**config.mk**
```make
export PLATFORM = sky130hd
export DESIGN_NAME = line_lookup
export DESIGN_NICKNAME = d
export VERILOG_FILES = /design/src/hw/cache_pkg.sv /design/src/hw/word_ram.sv /design/src/hw/line_lookup.sv
export VERILOG_INCLUDE_DIRS = /design/src /design/src/hw
export SDC_FILE = /design/constraint.sdc
export NUM_CORES = 1
export LEC_CHECK = 0
export BUFFER_PORTS_ARGS = -buffer_cell sky130_fd_sc_hd__clkbuf_2
export CAP_MARGIN = 20
export CORE_UTILIZATION = 55
export DETAILED_ROUTE_END_ITERATION = 12
export GPL_TIMING_DRIVEN = 0
export PLACE_DENSITY = 0.72
export SKIP_LAST_GASP = 1
export SYNTH_ARGS = -nofsm -noshare
export SYNTH_HDL_FRONTEND = slang
export SYNTH_SLANG_ARGS = --single-unit
```
**constraint.sdc**
```tcl
create_clock -name CLK -period 4.4 [get_ports CLK]
set_input_delay 0.44 -clock CLK [delete_from_list [all_inputs] [get_ports CLK]]
set_output_delay 0.44 -clock CLK [all_outputs]
set_load 0.005 [all_outputs]
```
**src/hw/cache_consts.svh**
```systemverilog
// address, index and tag widths and the backing memory latency
`ifndef CACHE_CONSTS_SVH
`define CACHE_CONSTS_SVH

// word address into the backing memory
`define CACHE_ADDR_W 12

// direct mapped, one word per line
`define CACHE_IDX_W 4                                  // 16 lines

// upper address bits kept per line
`define CACHE_TAG_W (`CACHE_ADDR_W - `CACHE_IDX_W)     // 8 bits

// cycles from memory start to done, must be 1 or more
`define MEM_LATENCY 4

`endif

```
**src/hw/cache_pkg.sv**
```systemverilog
// word, address, tag, line and controller state types plus the byte merge function
`include "cache_consts.svh"

package cache_pkg;

    typedef logic [31:0]              word_t;
    typedef logic [`CACHE_ADDR_W-1:0] addr_t;
    typedef logic [`CACHE_TAG_W-1:0]  tag_t;

    typedef struct packed {
        logic  valid;                   // line holds real data
        tag_t  tag;                     // upper address bits
        word_t data;                    // cached word
    } line_t;                           // 41 bits

    typedef enum logic [2:0] {
        IDLE,                           // waiting for a request
        LOOKUP,                         // hit check, write hit update
        FILL,                           // read miss, memory read
        WRITE,                          // write through to memory
        DONE                            // ack held until req drops
    } fsm_state_t;

    // take new bytes where mask is set, keep old ones elsewhere
    function automatic word_t merge_bytes(word_t old_w, word_t new_w, logic [3:0] mask);
        word_t res;
        res = old_w;
        for (int b = 0; b < 4; b++) begin
            if (mask[b]) begin
                res[8*b +: 8] = new_w[8*b +: 8];
            end
        end
        return res;
    endfunction

endpackage

```
**src/hw/word_ram.sv**
```systemverilog
// single port RAM, synchronous write and combinational read, entry type set by parameter
`timescale 1ns/1ps

module word_ram #(
    parameter type entry_t = logic [31:0],     // stored payload
    parameter int  DEPTH   = 256               // number of entries
) (
    input  logic                     CLK,
    input  logic                     i_we,     // write at rising edge
    input  logic [$clog2(DEPTH)-1:0] i_addr,   // shared read/write address
    input  entry_t                   i_wdata,
    output entry_t                   o_rdata   // async read of i_addr
);

    entry_t mem [DEPTH];                       // storage array

    // block RAM style power-up contents
    initial begin
        for (int i = 0; i < DEPTH; i++) begin
            mem[i] = '0;                       // all zero at start
        end
    end

    always_ff @(posedge CLK) begin
        if (i_we) begin
            mem[i_addr] <= i_wdata;            // one entry per cycle
        end
    end

    assign o_rdata = mem[i_addr];              // read old data during a write

endmodule

```
**src/hw/line_lookup.sv**
```systemverilog
// cache array with valid, tag and data, address split, hit compare and reset sweep
`timescale 1ns/1ps
`include "cache_consts.svh"

module line_lookup (
    input  logic              CLK,
    input  logic              rst_x,
    input  cache_pkg::addr_t  i_addr,    // request address, held by requester
    input  logic              i_we,      // line write from controller
    input  cache_pkg::line_t  i_wline,   // line to store at i_addr index
    output logic              o_hit,     // valid and tag match
    output cache_pkg::word_t  o_rdata    // word of the indexed line
);

    localparam int LINES = 2 ** `CACHE_IDX_W;

    logic [`CACHE_IDX_W-1:0] w_idx;          // line select
    cache_pkg::tag_t         w_tag;          // compare value
    logic [`CACHE_IDX_W-1:0] r_sweep = '0;   // clear pointer, runs only in reset
    logic [`CACHE_IDX_W-1:0] ram_addr;
    logic                    ram_we;
    cache_pkg::line_t        ram_wline;
    cache_pkg::line_t        ram_rline;

    assign {w_tag, w_idx} = i_addr;          // tag on top, index below

    // one line cleared per cycle, 16 reset cycles cover all lines
    always_ff @(posedge CLK) begin
        if (!rst_x) begin
            r_sweep <= r_sweep + 1'b1;       // wraps after the last line
        end
    end

    assign ram_we    = !rst_x || i_we;                 // sweep writes during reset
    assign ram_addr  = rst_x ? w_idx : r_sweep;
    assign ram_wline = rst_x ? i_wline : '0;           // zero line drops valid

    word_ram #(
        .entry_t (cache_pkg::line_t),
        .DEPTH   (LINES)
    ) u_lines (
        .CLK     (CLK),
        .i_we    (ram_we),
        .i_addr  (ram_addr),
        .i_wdata (ram_wline),
        .o_rdata (ram_rline)
    );

    assign o_hit   = ram_rline.valid && (ram_rline.tag == w_tag);
    assign o_rdata = ram_rline.data;         // meaningful only with o_hit

endmodule

```
==> out/results.ini <==
[sta]
setup_viol = 0
period_minus_slack_ns = 4.33
setup_tns_ns = 0
slew_headroom = 0.232
rsz0062_at_grt = no
hold_violations = 0
fin_skew_ns = 0.0214
layout_worst_path_cycle_share = 0.984
drv_slew = 0
worst_pin_slew_ns = 1.15
worst_slack_ns = 0.0699
fmaxAchievable_mhz = 231

[finish]
layout.nets = 1342
layout_common_cells = edfxtp_1, mux4_2, clkbuf_2
final_common_cell = edfxtp_1
fin_area_mm2 = 0.0292
layout-drive-gt1-share = 0.316
nFillCells = 2986
area_delta_synth_final_pct = 16.0
utilization = 0.645

[floorplan]
die_w_um = 216
pin_count = 89
dieArea_mm2 = 0.0466
die_h_um = 216
core_region_area_mm2 = 0.0453
fp-row-count = 78
start_util = 0.556

[hold_path]
min_to = u_lines.mem[6][30]
hold_depth = 2
hold_class = in -> reg
hp-start = i_wline[30]

[clock_network]
cts_buffer_depth = 3
cts_tree = built
htree_levels = 2
cts_made_buffers = 61
clk_pin_slew_ns = 0.06
clkLatencyLatePin_ns = 0.62
hold_buffers = 0
cts_sinks = 660
ctsRootBufferMaster = clkbuf_16

[worst_setup_path]
r2r_slack_ns = 0.29
critPathBufInv = 3
cp_max_fo = 10
crit_arrival_ns = 3.89
path_delay_family = buffers and inverters
crit_type = reg -> out
worstPathRequired_ns = 3.96
crit_slowest_cell = buf_1
endpoint_kind = output pin
startpoint_type = register
rr_worst_depth = 8
worstReg2RegEnd = u_lines.mem[14][16]
reg2reg_from = r_sweep[0]
path_cells = mux2i_1, buf_2, buf_1, mux4_2, a22oi_1, nand2_1, clkbuf_2
critPathMaxStageDelay_ns = 0.70
critical_path.startpoint = r_sweep[1]

[route]
route.vias.total = 12700
routed_wl_um = 61300
drc = 0
ant_nets = 0
via_per_inst = 6.52
first_pass_iters = 5
first_iter_violations = 1663
routedWlPerCell_um = 31.6

[synth]
netlist_instances = 1103
yosysWarnings = 0
syn_area_per_cell_um2 = 22.8
postSynth.asyncResetShare = 0
syn_area_mm2 = 0.0252
synthFlopType = edfxtp_1
syn-num-nets = 1160
synth-edff-count = 660
seq_area_frac_synth = 0.788
ys_types = 32
ys_seq_elements = 660

[run]
cap_violations = 0

[pwr]
peakVddDrop_mv = 0.377
power.density_mw_per_mm2 = 468
power_leakage_uw = 0.00946

[global_route]
antenna_found_initial = 1
grt_pass1_wl_um = 88300
grt_max_degree = 24
grt_pass1_vias = 12800
grt_overflow_total = 0
grtUsageTotal = 0.270

[place]
placed_area_mm2 = 0.0271
routabilityCongestion = 0.739
portBuffers = 86
place_ws_ns = -0.378
hpwlAfterDp_um = 35900

[status]
outcome = complete, no violations

==> flip-flops by register name, indices dropped and copies added (netlist names) <==
name / count
r_sweep: 4
u_lines.mem: 656
==> worst reg2reg max path: stages (launching register included) <==
cell	delay, ns
edfxtp_1	0.49
mux2i_4	0.38
buf_2	0.35
buf_2	0.42
buf_2	0.46
nand2_1	0.39
nor2_4	0.85
buf_16	0.26
buf_16	0.18
==> where the power goes <==
| group | internal [uW] | switching, uW | leakage [uW] | total, uW |
|---|---|---|---|---|
| clock network | 3020 | 2260 | 0.000985 | 5280 |
| logic | 484 | 749 | 0.00241 | 1230 |
| registers | 7110 | 41.1 | 0.00607 | 7150 |
| total | 10600 | 3050 | 0.00946 | 13700 |
==> per-stage QoR <==
stage	power (uW)	hold slack [ns]	std cells
floorplan	7980	0.561	1103
global placement	8420	0.594	1789
detailed placement	8500	0.666	1818
CTS	13700	0.388	1938
global route	14000	0.431	1939
finish	13700	0.416	1939
==> worst max path at each step <==
stage	to	cells after the start	slack, ns
floorplan	u_lines.mem[0][0]	7	0.31
global placement	u_lines.mem[12][16]	7	-3.07
detailed placement	u_lines.mem[12][16]	9	-0.38
CTS	o_rdata[27]	8	0.04
global route	o_rdata[2]	7	0.04
finish	o_rdata[2]	7	0.07
==> area by class of cell <==
class                   count  area (um2)  share of cell area
flip-flops and latches    660       19800               0.679
clock inverters            43         388              0.0133
inverters                   2        7.51            0.000257
clock buffers              73        1610              0.0553
well taps                 600         751              0.0257
multi-input cells         381        5170               0.177
plain buffers              60         297              0.0102
diodes                      1        2.50           0.0000857
repair buffers            119        1150              0.0393
==> Yosys cell counts (all sizes together) (2+ instances only) <==
| cell | count | area share |
|---|---|---|
| nand2b | 2 | 0.00050 |
| xnor2 | 8 | 0.0028 |
| clkbuf | 35 | 0.0052 |
| mux2i | 2 | 0.0013 |
| xor2 | 2 | 0.00070 |
| a22o | 2 | 0.00070 |
| buf | 25 | 0.0062 |
| and2 | 41 | 0.010 |
| nand2 | 35 | 0.0052 |
| mux4 | 164 | 0.15 |
| o22ai | 17 | 0.0042 |
| edfxtp | 660 | 0.79 |
| a22oi | 65 | 0.019 |
| inv | 2 | 0.00030 |
| nand3 | 2 | 0.00040 |
| nor2b | 2 | 0.00050 |
| nor2 | 28 | 0.0042 |
==> kinds of logic after synthesis <==
kind of cell / Yosys count / share of synthesized area
AND/OR/NAND/NOR: 113 / 0.0217
AO/OA/AOI/OAI: 91 / 0.0268
multiplexers: 166 / 0.148
buffers and inverters: 62 / 0.0117
flip-flops: 660 / 0.788
adder cells (fa/ha/maj): 1 / 0.000497
XOR/XNOR: 10 / 0.00348
==> routing by layer <==
metal  part of all wire  wire (um)  global-route usage
met4              0.029       1810              0.0854
met1               0.38      23500               0.389
met5                  0          0                   0
met3               0.10       6360              0.0545
met2               0.48      29600               0.423
==> what timing repair did <==
action | in CTS | in global routing
resized for setup | 6 | 3
cloned | 0 | 0
buffers inserted | 4 | 0
pin swaps | 3 | 0
endpoints found under the setup margin | 81 | 36
Power figures use the tool's default switching activity.
