===== src/hw/cache_consts.svh =====
// address, index and tag widths and the backing memory latency
`ifndef CACHE_CONSTS_SVH
`define CACHE_CONSTS_SVH

// word address into the backing memory
`define CACHE_ADDR_W 12

// direct mapped, one word per line
`define CACHE_IDX_W 4                                  // 16 lines

// upper address bits kept per line
`define CACHE_TAG_W (`CACHE_ADDR_W - `CACHE_IDX_W)     // 8 bits

// cycles from memory start to done, must be 1 or more
`define MEM_LATENCY 4

`endif


===== src/hw/cache_pkg.sv =====
// word, address, tag, line and controller state types plus the byte merge function
`include "cache_consts.svh"

package cache_pkg;

    typedef logic [31:0]              word_t;
    typedef logic [`CACHE_ADDR_W-1:0] addr_t;
    typedef logic [`CACHE_TAG_W-1:0]  tag_t;

    typedef struct packed {
        logic  valid;                   // line holds real data
        tag_t  tag;                     // upper address bits
        word_t data;                    // cached word
    } line_t;                           // 41 bits

    typedef enum logic [2:0] {
        IDLE,                           // waiting for a request
        LOOKUP,                         // hit check, write hit update
        FILL,                           // read miss, memory read
        WRITE,                          // write through to memory
        DONE                            // ack held until req drops
    } fsm_state_t;

    // take new bytes where mask is set, keep old ones elsewhere
    function automatic word_t merge_bytes(word_t old_w, word_t new_w, logic [3:0] mask);
        word_t res;
        res = old_w;
        for (int b = 0; b < 4; b++) begin
            if (mask[b]) begin
                res[8*b +: 8] = new_w[8*b +: 8];
            end
        end
        return res;
    endfunction

endpackage


===== src/hw/cache_fsm.sv =====
// cache controller FSM for lookup, fill, write through and both handshakes
`timescale 1ns/1ps
`include "cache_consts.svh"

module cache_fsm (
    input  logic              CLK,
    input  logic              rst_x,
    input  logic              i_req,         // requester handshake
    input  logic              i_we,
    input  cache_pkg::addr_t  i_addr,
    input  cache_pkg::word_t  i_wdata,
    input  logic [3:0]        i_mask,
    input  logic              i_hit,         // from cache array
    input  cache_pkg::word_t  i_cword,
    input  logic              i_mem_ack,     // memory handshake
    input  cache_pkg::word_t  i_mem_rdata,
    output logic              o_line_we,     // cache array update
    output cache_pkg::line_t  o_wline,
    output logic              o_mem_req,
    output logic              o_mem_we,
    output cache_pkg::word_t  o_mem_wdata,
    output logic [3:0]        o_mem_mask,
    output logic              o_ack,
    output cache_pkg::word_t  o_rdata
);

    cache_pkg::fsm_state_t r_state;
    logic                  r_req;         // registered i_req
    cache_pkg::tag_t       w_tag;
    cache_pkg::word_t      w_merged;      // write hit word
    cache_pkg::word_t      w_ldata;       // data field of the line write
    logic                  w_fill;        // read miss data returned

    assign w_tag    = i_addr[`CACHE_ADDR_W-1 -: `CACHE_TAG_W];
    assign w_merged = cache_pkg::merge_bytes(i_cword, i_wdata, i_mask);
    assign w_fill   = (r_state == cache_pkg::FILL) && o_mem_req && i_mem_ack;

    // write hit updates in LOOKUP, miss fill at memory ack, no write allocate
    assign o_line_we = ((r_state == cache_pkg::LOOKUP) && i_we && i_hit) || w_fill;
    assign w_ldata   = (r_state == cache_pkg::FILL) ? i_mem_rdata : w_merged;
    assign o_wline   = '{valid: 1'b1, tag: w_tag, data: w_ldata};

    always_ff @(posedge CLK or negedge rst_x) begin
        if (!rst_x) begin
            r_req     <= 1'b0;
            r_state   <= cache_pkg::IDLE;
            o_mem_req <= 1'b0;
            o_mem_we  <= 1'b0;
            o_ack     <= 1'b0;
        end else begin
            r_req <= i_req;
            case (r_state)
                cache_pkg::IDLE: begin
                    if (r_req) begin
                        r_state <= cache_pkg::LOOKUP;     // one cycle after sampling
                    end
                end
                cache_pkg::LOOKUP: begin
                    if (!i_we && i_hit) begin
                        r_state <= cache_pkg::DONE;       // read hit
                        o_ack   <= 1'b1;
                    end else begin
                        r_state   <= i_we ? cache_pkg::WRITE : cache_pkg::FILL;
                        o_mem_req <= 1'b1;
                        o_mem_we  <= i_we;
                    end
                end
                cache_pkg::FILL, cache_pkg::WRITE: begin
                    if (o_mem_req) begin
                        if (i_mem_ack) begin
                            o_mem_req <= 1'b0;            // release memory
                        end
                    end else begin
                        r_state <= cache_pkg::DONE;
                        o_ack   <= 1'b1;
                    end
                end
                cache_pkg::DONE: begin
                    if (!r_req) begin
                        r_state <= cache_pkg::IDLE;       // ack drops after release
                        o_ack   <= 1'b0;
                    end
                end
                default: r_state <= cache_pkg::IDLE;
            endcase
        end
    end

    always_ff @(posedge CLK) begin
        if (r_state == cache_pkg::LOOKUP) begin
            o_mem_wdata <= i_wdata;           // write through payload
            o_mem_mask  <= i_mask;
            if (!i_we) begin
                o_rdata <= i_cword;           // hit word, replaced on a miss
            end
        end
        if (w_fill) begin
            o_rdata <= i_mem_rdata;           // miss word from memory
        end
    end

endmodule


===== config.mk =====
export PLATFORM = sky130hd
export DESIGN_NAME = cache_fsm
export DESIGN_NICKNAME = d
export VERILOG_FILES = /design/src/hw/cache_pkg.sv /design/src/hw/cache_fsm.sv
export VERILOG_INCLUDE_DIRS = /design/src /design/src/hw
export SDC_FILE = /design/constraint.sdc
export NUM_CORES = 1
export LEC_CHECK = 0
export BUFFER_PORTS_ARGS = -buffer_cell sky130_fd_sc_hd__buf_2
export CORE_AREA = 3 3 87 109
export CTS_CLUSTER_DIAMETER = 80
export DETAILED_ROUTE_END_ITERATION = 12
export DIE_AREA = 0 0 90 112
export PLACE_DENSITY = 0.77
export SLEW_MARGIN = 20
export SYNTH_ARGS = -nofsm -noshare
export SYNTH_HDL_FRONTEND = slang
export SYNTH_SLANG_ARGS = --single-unit

===== constraint.sdc =====
create_clock -name CLK -period 2.95 [get_ports CLK]
set_clock_uncertainty 0.2 [all_clocks]
set_input_delay 0.295 -clock CLK [delete_from_list [all_inputs] [get_ports CLK]]
set_output_delay 0.295 -clock CLK [all_outputs]
set_load 0.1 [all_outputs]

==> results of run 1 <==
[cell usage after synthesis (2+ instances only)]
| master | instances |
|---|---|
| edfxtp_1 | 68 |
| mux2_4 | 28 |
| or3b_1 | 2 |
| a21o_1 | 3 |
| buf_2 | 7 |
| dfrtp_1 | 7 |
| buf_6 | 4 |
| buf_1 | 4 |
| buf_4 | 9 |
| mux2_2 | 5 |
| a21oi_1 | 33 |
| mux2i_1 | 32 |
| nor2_1 | 35 |
| o21ai_0 | 2 |
[worst min-delay path, cell delays in order]
cell and delay [ns]:
buf_2 0.11, o21ai_0 0.08, o21ai_0 0.07
[flip-flops by register name, indices dropped and copies added, names as in the netlist]
register,count
o_ack,1
o_mem_we,1
o_mem_mask,4
r_req,1
o_rdata,32
o_mem_req,1
o_mem_wdata,32
r_state,3
[per-layer routing]
layer | up-vias | GRT usage
li1 | 1405 | -
met1 | 1363 | 0.213
met2 | 136 | 0.379
met3 | 33 | 0.0378
met4 | 0 | 0.116
met5 | - | 0
[where the power goes]
group	internal, mW	switching (mW)
Clock	0.466	0.363
Sequential	1.50	0.0926
Combinational	0.576	3.28
[through the flow]
stage               instances  hold slack (ns)   util  setup WS [ns]
floorplan                 252           -0.201      -         -0.132
global placement          564          -0.0700  0.547          0.590
detailed placement        564          -0.0679  0.547          0.568
CTS                       614           0.0201  0.611          0.181
global route              614           0.0484  0.611          0.128
finish                    614           0.0472  0.611          0.206
[final timing paths]
| kind | cells after the start | slack, ns | startpoint | endpoint |
|---|---|---|---|---|
| max | 4 | 0.21 | r_state[2] | o_wline[12] |
| min | 3 | 0.05 | i_hit | o_mem_we |
| max reg2reg | 4 | 0.72 | r_state[1] | o_rdata[0] |
| min reg2reg | 1 | 0.28 | o_ack | o_ack |
| max in group asynchronous | 2 | 2.29 | rst_x | o_ack |
| min in group asynchronous | 2 | 0.11 | rst_x | o_mem_we |
[final cells by class]
type	instances	area, sq um
multi-input cells	151	1230
inverters	2	7.51
fillers	726	3370
clock inverters	6	81.3
flip-flops and latches	75	2220
clock buffers	9	124
well taps	120	150
repair buffers	251	1480
[kinds of logic (layout without fill, tap and decap cells)]
| logic type | after synthesis | in the layout | synth area share |
|---|---|---|---|
| DFF | 75 | 75 | 0.613 |
| muxes | 65 | 65 | 0.220 |
| AOI/OAI and AO/OA | 43 | 43 | 0.0681 |
| and+or+nand+nor | 42 | 42 | 0.0505 |
| buffers and inverters | 26 | 268 | 0.0470 |
| other | 1 | 1 | 0.00104 |
[repair_timing]
item | 4_1_cts | 5_1_grt
hold buffers | 35 | 0
resized for setup | 0 | 0
hold endpoints to repair | 41 | 0
endpoints found under the setup margin | 0 | 0
==> run summary, run 1 <==
status: completed
Worst Setup End Kind: output pin
WL met1: 3780 um
Worst Tran Pin Value: 0.599 ns
fin. max-slew vios: 0
Gate Count Post-Synth: 252
CTS clk-pin slew, worst paths: 0.07 ns
DRT Pass-1 Iters: 4
CP bufs+invs: 2
gpl congestion: 0.799
leading area contributor after synthesis: edfxtp_1
ANT cells: 0
Synth area leaders: edfxtp_1, mux2_4, mux2i_1
Power Density: 1190 mW/mm^2
post-synthesis sequential area ratio: 0.613
CP top delay family: buffers and inverters
ys async rst share: 0.0933
flops & latches, synth: 75
chain of cells forming the critical path: or3b_2 -> buf_4 -> a21oi_1 -> buf_2
drt total wl: 10200 um
antenna violations before repair: 0
number of port buffers: 209
Final min period: 2.74 ns
grt ovf: 0
P_leak: 2.42 nW
vias: 2937
Initial Utilization: 0.418
syn avg cell area: 14.4 sq um
Placed Instance Area: 0.00473 sq mm
Critical Path Start Type: flop
post-synth top area share: 0.565
Tcrit/Tclk final: 0.930
DRT antenna net count: 0
synth unique cells: 27
Max FO, Critical Path: 30
HPWL after DPL: 7490 um
routed wl met2: 5510 um
RSZ-0062 raised after global routing: no
Area Overhead vs Synth: 46.2%
Slew headroom: 0.601
H-tree depth: 3
Residual DRC: 0
Total GRT Usage: 0.204
slowest stage delay, CP: 0.51 ns
commonest non-fill, non-tap cell in the layout: buf_2
row cnt: 38
TritonCTS clock tree: built
Fin Setup TNS: 0 ns
syn_nets: 370
EDFF count, synth: 68
Most used DFF post-synth: edfxtp_1
DRT iter0 DRCs: 105
Max-Cap Viols: 0
critical path arrival: 2.25 ns
# IOs: 231
total power: 6.29 mW
WP data required: 2.46 ns
slowest CP cell: or3b_2
first-pass GRT wire length: 15900 um
CTS root buf: clkbuf_8
metal3 WL: 599 um
max layer used: met4
number of buffers created by CTS: 9
Synth Cell Area: 0.00362 sq mm
largest net degree at the start of global routing: 35
die width: 90 um
overall die area: 0.0101 sq mm
# setup viols final: 0
worst hold path class: in -> reg
clock sink count: 75
clk_lat worst skew: 0.33 ns
most frequent cells in the layout: buf_2, edfxtp_1, nor2_1, dlygate4sd3_1, a21oi_1
Hold Fails Final Rpt: 0
Worst IR Drop VDD: 596 uV
vias in the first global route: 3150
CTS max path bufs: 2
die height: 112 um
WS Path Type: reg -> out
final instance area: 0.00529 sq mm
Total Nets Final: 608
share of layout cells above drive strength 1: 0.543
Core ar.: 0.00865 sq mm
routed len/inst: 16.7 um
Max Freq: 0.364 GHz
Ys Warns: 0
via/cell ratio: 4.78
post-CTS setup repair buffer count: 0
Note: power is estimated with default switching activity, not from simulation.
==> run 2: changes to the inputs <==
- PLACE_DENSITY: 0.77 -> 0.87
==> run summary, run 2 (same netlist as run 1, synthesis figures left out) <==
routed len/inst: 17.5 um (+4.7%)
TritonCTS clock tree: built
slowest stage delay, CP: 0.51 ns (about the same)
Residual DRC: 0 (unchanged)
Worst Setup End Kind: output pin
Total GRT Usage: 0.207 (+0.00337)
HPWL after DPL: 7500 um (+0.18%)
CTS clk-pin slew, worst paths: 0.08 ns (about the same)
DRT Pass-1 Iters: 6 (+2)
RR Endpoint: o_rdata[13]
WL met1: 3830 um (+1.2%)
clk_lat worst skew: 0.34 ns (about the same)
Slew headroom: 0.644 (+0.0432)
Area Overhead vs Synth: 45.2%
Worst IR Drop VDD: 645 uV (+8.2%)
drt total wl: 10700 um (+4.9%)
Initial Utilization: 0.418 (unchanged)
vias in the first global route: 3063 (-2.8%)
Hold Crit Depth: 3 (unchanged)
worst hold path class: in -> reg
worst hold endpoint: o_mem_we
max layer used: met4
WS Path Type: reg -> out
grt ovf: 0 (unchanged)
row cnt: 38 (unchanged)
Total Nets Final: 608 (unchanged)
vias: 2992 (+1.9%)
number of port buffers: 209 (unchanged)
# IOs: 231 (unchanged)
min-delay src: i_hit
total power: 6.21 mW (-1.2%)
commonest non-fill, non-tap cell in the layout: buf_2
CTS max path bufs: 2 (unchanged)
most frequent cells in the layout: buf_2, edfxtp_1, nor2_1, dlygate4sd3_1, a21oi_1
antenna violations before repair: 0 (unchanged)
Max FO, Critical Path: 36 (+20%)
Tcrit/Tclk final: 0.927 (-0.00353)
chain of cells forming the critical path: or3b_2 -> buf_4 -> a21oi_1 -> buf_2
Final min period: 2.73 ns (-0.0104 ns)
post-CTS sizing: 0 (unchanged)
routed wl met2: 5800 um (+5.4%)
DRT iter0 DRCs: 120 (+14%)
largest registers: o_mem_wdata x32, o_rdata x32, o_mem_mask x4
share of layout cells above drive strength 1: 0.537 (-0.00514)
slowest CP cell: or3b_2
WP data required: 2.46 ns (about the same)
status: completed
Critical Path Start Type: flop
overall die area: 0.0101 sq mm (unchanged)
Power Density: 1180 mW/mm^2 (-0.50%)
Hold Fails Final Rpt: 0 (unchanged)
H-tree depth: 3 (unchanged)
fin. max-slew vios: 0 (unchanged)
Fin Setup TNS: 0 ns (unchanged)
Worst R2R Start: r_state[2]
P_leak: 2.41 nW (-0.50%)
RSZ-0062 raised after global routing: no
die width: 90 um (unchanged)
gpl congestion: 0.791 (-0.93%)
ANT cells: 0 (unchanged)
metal3 WL: 716 um (+20%)
via/cell ratio: 4.87 (+1.7%)
Reg2Reg Depth: 4 (unchanged)
die height: 112 um (unchanged)
DRT antenna net count: 0 (unchanged)
critical path arrival: 2.24 ns (about the same)
r2r setup slk: 0.86 ns (+0.14 ns)
Core ar.: 0.00865 sq mm (unchanged)
# setup viols final: 0 (unchanged)
number of buffers created by CTS: 9 (unchanged)
clock sink count: 75 (unchanged)
largest net degree at the start of global routing: 37 (+5.7%)
Max-Cap Viols: 0 (unchanged)
Worst Tran Pin Value: 0.538 ns (-0.0611 ns)
Max Freq: 0.366 GHz (+0.38%)
CTS root buf: clkbuf_8
first-pass GRT wire length: 15800 um (-0.90%)
-- run 2: layer usage --
metal  GRT usage  vias to the layer above
li1            -                     1405
met1       0.212                     1395
met2       0.392                      159
met3      0.0365                       33
met4       0.115                        0
met5           0                        -
-- run 2: worst max-delay path by stage --
stage | depth (start not counted) | endpoint | slack [ns] | start
after floorplan | 4 | o_wline[10] | -0.13 | r_state[2]
after global placement | 4 | o_wline[18] | 0.63 | r_state[2]
after detailed placement | 4 | o_wline[18] | 0.61 | r_state[2]
after CTS | 4 | o_wline[18] | 0.21 | r_state[2]
after global routing | 4 | o_wline[28] | 0.09 | r_state[2]
final | 4 | o_wline[28] | 0.22 | r_state[2]
-- run 2: metrics by stage --
step                instances  hold WS (ns)  instance area [sq um]  utilization  setup WS (ns)
floorplan                 252        -0.201                   3620            -         -0.132
global placement          564       -0.0709                   4720        0.545          0.632
detailed placement        564       -0.0651                   4720        0.545          0.608
CTS                       615        0.0161                   5250        0.607          0.207
global route              615        0.0334                   5250        0.607         0.0864
finish                    615        0.0478                   5250        0.607          0.216
-- run 2: area by class of cell --
class | instances | area [sq um]
tap | 120 | 150
multi-input combinational | 151 | 1230
inverter | 2 | 7.51
timing repair buffer | 251 | 1460
fill | 685 | 3400
sequential | 75 | 2220
clock inverter | 6 | 55.1
clock buffer | 10 | 128
-- run 2: critical path: cells and delay by family (launching register included) --
family,cells,cell delay (ns)
DFF,1,0.47
AOI/OAI and AO/OA,1,0.20
buffers and inverters,2,0.71
and+or+nand+nor,1,0.51
-- run 2: report_power, final --
part,total (mW),leakage (nW),switching (mW),internal [mW]
combinational,3.87,1.61,3.30,0.569
clock,0.748,0.0932,0.364,0.384
sequential,1.60,0.708,0.0919,1.51
total,6.21,2.41,3.76,2.46
-- run 2: timing repair --
item	CTS	global route
hold buffers	35	0
setup buffers	0	0
endpoints found under the hold margin	41	0
==> run 3: changes to the inputs <==
- CELL_PAD_IN_SITES_DETAIL_PLACEMENT: not set -> 1
- CELL_PAD_IN_SITES_GLOBAL_PLACEMENT: not set -> 1
- CORE_AREA: 3 3 87 109 -> 3 3 100 125
- CTS_BUF_LIST: not set -> sky130_fd_sc_hd__clkbuf_8 sky130_fd_sc_hd__clkbuf_16
- DIE_AREA: 0 0 90 112 -> 0 0 103 128
==> run summary, run 3 (same netlist as run 1, synthesis figures left out) <==
die height: 128 um (+14%)
Critical Path Start Type: flop
min-delay src: i_hit
worst hold endpoint: o_mem_we
row cnt: 43 (+13%)
most frequent cells in the layout: buf_2, edfxtp_1, nor2_1, dlygate4sd3_1, a21oi_1
Initial Utilization: 0.320 (-0.0979)
status: completed
Total Nets Final: 608 (unchanged)
multi-input logic area: 0.00123 sq mm (unchanged)
Fin Setup TNS: 0 ns (unchanged)
# setup viols final: 0 (unchanged)
Worst Setup End Kind: output pin
# IOs: 231 (unchanged)
Power Density: 1220 mW/mm^2 (+3.5%)
Total GRT Usage: 0.173 (-0.0336)
die width: 103 um (+14%)
Core ar.: 0.0113 sq mm (+31%)
number of buffers created by CTS: 9 (unchanged)
drt total wl: 12000 um (+12%)
pre-CTS WS: 0.567 ns (-0.0419 ns)
ANT cells: 0 (unchanged)
Slew headroom: 0.654 (+0.00992)
overall die area: 0.0132 sq mm (+31%)
CTS root buf: clkbuf_16
Switching Share: 0.586 (-0.0184)
largest registers: o_mem_wdata x32, o_rdata x32, o_mem_mask x4
gpl congestion: 0.821 (+3.8%)
Final min period: 2.75 ns (+0.0138 ns)
Residual DRC: 0 (unchanged)
CTS clk-pin slew, worst paths: 0.06 ns (-0.02 ns)
Worst Tran Pin Value: 0.523 ns (-0.0150 ns)
HPWL after DPL: 8700 um (+16%)
critical path arrival: 2.25 ns (about the same)
Sequential Power Share: 0.244 (-0.013)
Fillers: 1240 (+81%)
P_leak: 2.46 nW (+1.9%)
vias: 3066 (+2.5%)
H-tree depth: 3 (unchanged)
routed len/inst: 19.0 um (+9.1%)
Max FO, Critical Path: 34 (-5.6%)
Worst Setup SP: r_state[2]
Switch Pwr: 3.86 mW (+2.8%)
Max-Cap Viols: 0 (unchanged)
fin worst setup slack: 0.203 ns (-0.0138 ns)
Tcrit/Tclk final: 0.931 (+0.00467)
via/cell ratio: 4.87 (about the same)
Combinational Power Share: 0.590 (-0.032)
CTS max path bufs: 2 (unchanged)
Reg2Reg Depth: 6 (+2)
r2r setup slk: 0.61 ns (-0.25 ns)
post-CTS setup repair buffer count: 0 (unchanged)
RSZ-0062 raised after global routing: no
DRT Pass-1 Iters: 4 (-2)
worst hold path class: in -> reg
TritonCTS clock tree: built
Seq. cell area: 0.00222 sq mm (unchanged)
first-pass GRT wire length: 17100 um (+8.3%)
number of port buffers: 209 (unchanged)
commonest non-fill, non-tap cell in the layout: buf_2
Worst IR Drop VDD: 668 uV (+3.6%)
Clock power frac: 0.166 (+0.046)
fin. max-slew vios: 0 (unchanged)
Hold Fails Final Rpt: 0 (unchanged)
WS Path Type: reg -> out
largest net degree at the start of global routing: 35 (-5.4%)
Hold Worst Slack: 0.0784 ns (+0.0306 ns)
vias in the first global route: 3236 (+5.6%)
grt ovf: 0 (unchanged)
RR Endpoint: r_state[2]
Max Freq: 0.364 GHz (-0.50%)
WP data required: 2.46 ns (about the same)
antenna violations before repair: 0 (unchanged)
clk_lat worst skew: 0.32 ns (-0.02 ns)
P_int: 2.73 mW (+11%)
clock sink count: 75 (unchanged)
DRT antenna net count: 0 (unchanged)
share of layout cells above drive strength 1: 0.543 (+0.00606)
Area Overhead vs Synth: 48.8%
Hold Crit Depth: 3 (unchanged)
DRT iter0 DRCs: 91 (-24%)
Worst R2R Start: r_state[2]
[run 3: changes by cell type in the layout (fill, tap and decap cells not counted), sizes merged]
| cell | change |
|---|---|
| clkinv | -1 |
| clkinvlp | +2 |
| clkbuf | -1 |
[run 3: power by group through the flow]
stage | Clock, mW | Combinational, mW | Sequential, mW
after global placement | 0 | 3.83 | 1.61
after CTS | 1.12 | 3.91 | 1.60
final | 1.09 | 3.89 | 1.61
after detailed placement | 0 | 3.87 | 1.62
after floorplan | 0 | 1.52 | 3.38
after global routing | 1.16 | 4.01 | 1.63
[run 3: area by class of cell]
cell class / instances / area share
inverter: 2 / 0.00140
clock inverter: 7 / 0.0126
multi-input combinational: 151 / 0.229
sequential: 75 / 0.412
timing repair buffer: 251 / 0.272
clock buffer: 9 / 0.0419
tap: 135 / 0.0314
[run 3: timing repair]
action | CTS | global route
resized for setup | 0 | 0
hold endpoints to repair | 41 | 0
hold buffers | 35 | 0
[run 3: worst max-delay path by stage]
stage / endpoint / slack, ns / depth (start not counted)
after floorplan: o_wline[10] / -0.13 / 4
after global placement: o_wline[11] / 0.60 / 4
after detailed placement: o_wline[4] / 0.57 / 4
after CTS: o_wline[18] / 0.20 / 4
after global routing: o_wline[11] / 0.11 / 4
final: o_wline[18] / 0.20 / 4
[run 3: layer usage]
layer	vias up	global-route usage	part of all wire
met2	138	0.316	0.53
met5	-	0	0
li1	1400	-	-
met4	0	0.0854	0.032
met3	33	0.0240	0.048
met1	1495	0.192	0.39
[run 3: worst max-delay path, cell delays in order, from the launching register on]
cell	delay, ns
dfrtp_1	0.46
or3b_2	0.51
buf_4	0.26
a21oi_1	0.21
buf_2	0.46
[run 3: metrics by stage]
| stage | instances | util | cell area, sq um | total power, mW |
|---|---|---|---|---|
| after global routing | 630 | 0.476 | 5380 | 6.80 |
| after global placement | 579 | 0.419 | 4740 | 5.44 |
| after detailed placement | 579 | 0.419 | 4740 | 5.49 |
| final | 630 | 0.476 | 5380 | 6.59 |
| after floorplan | 252 | - | 3620 | 4.90 |
| after CTS | 630 | 0.476 | 5380 | 6.63 |
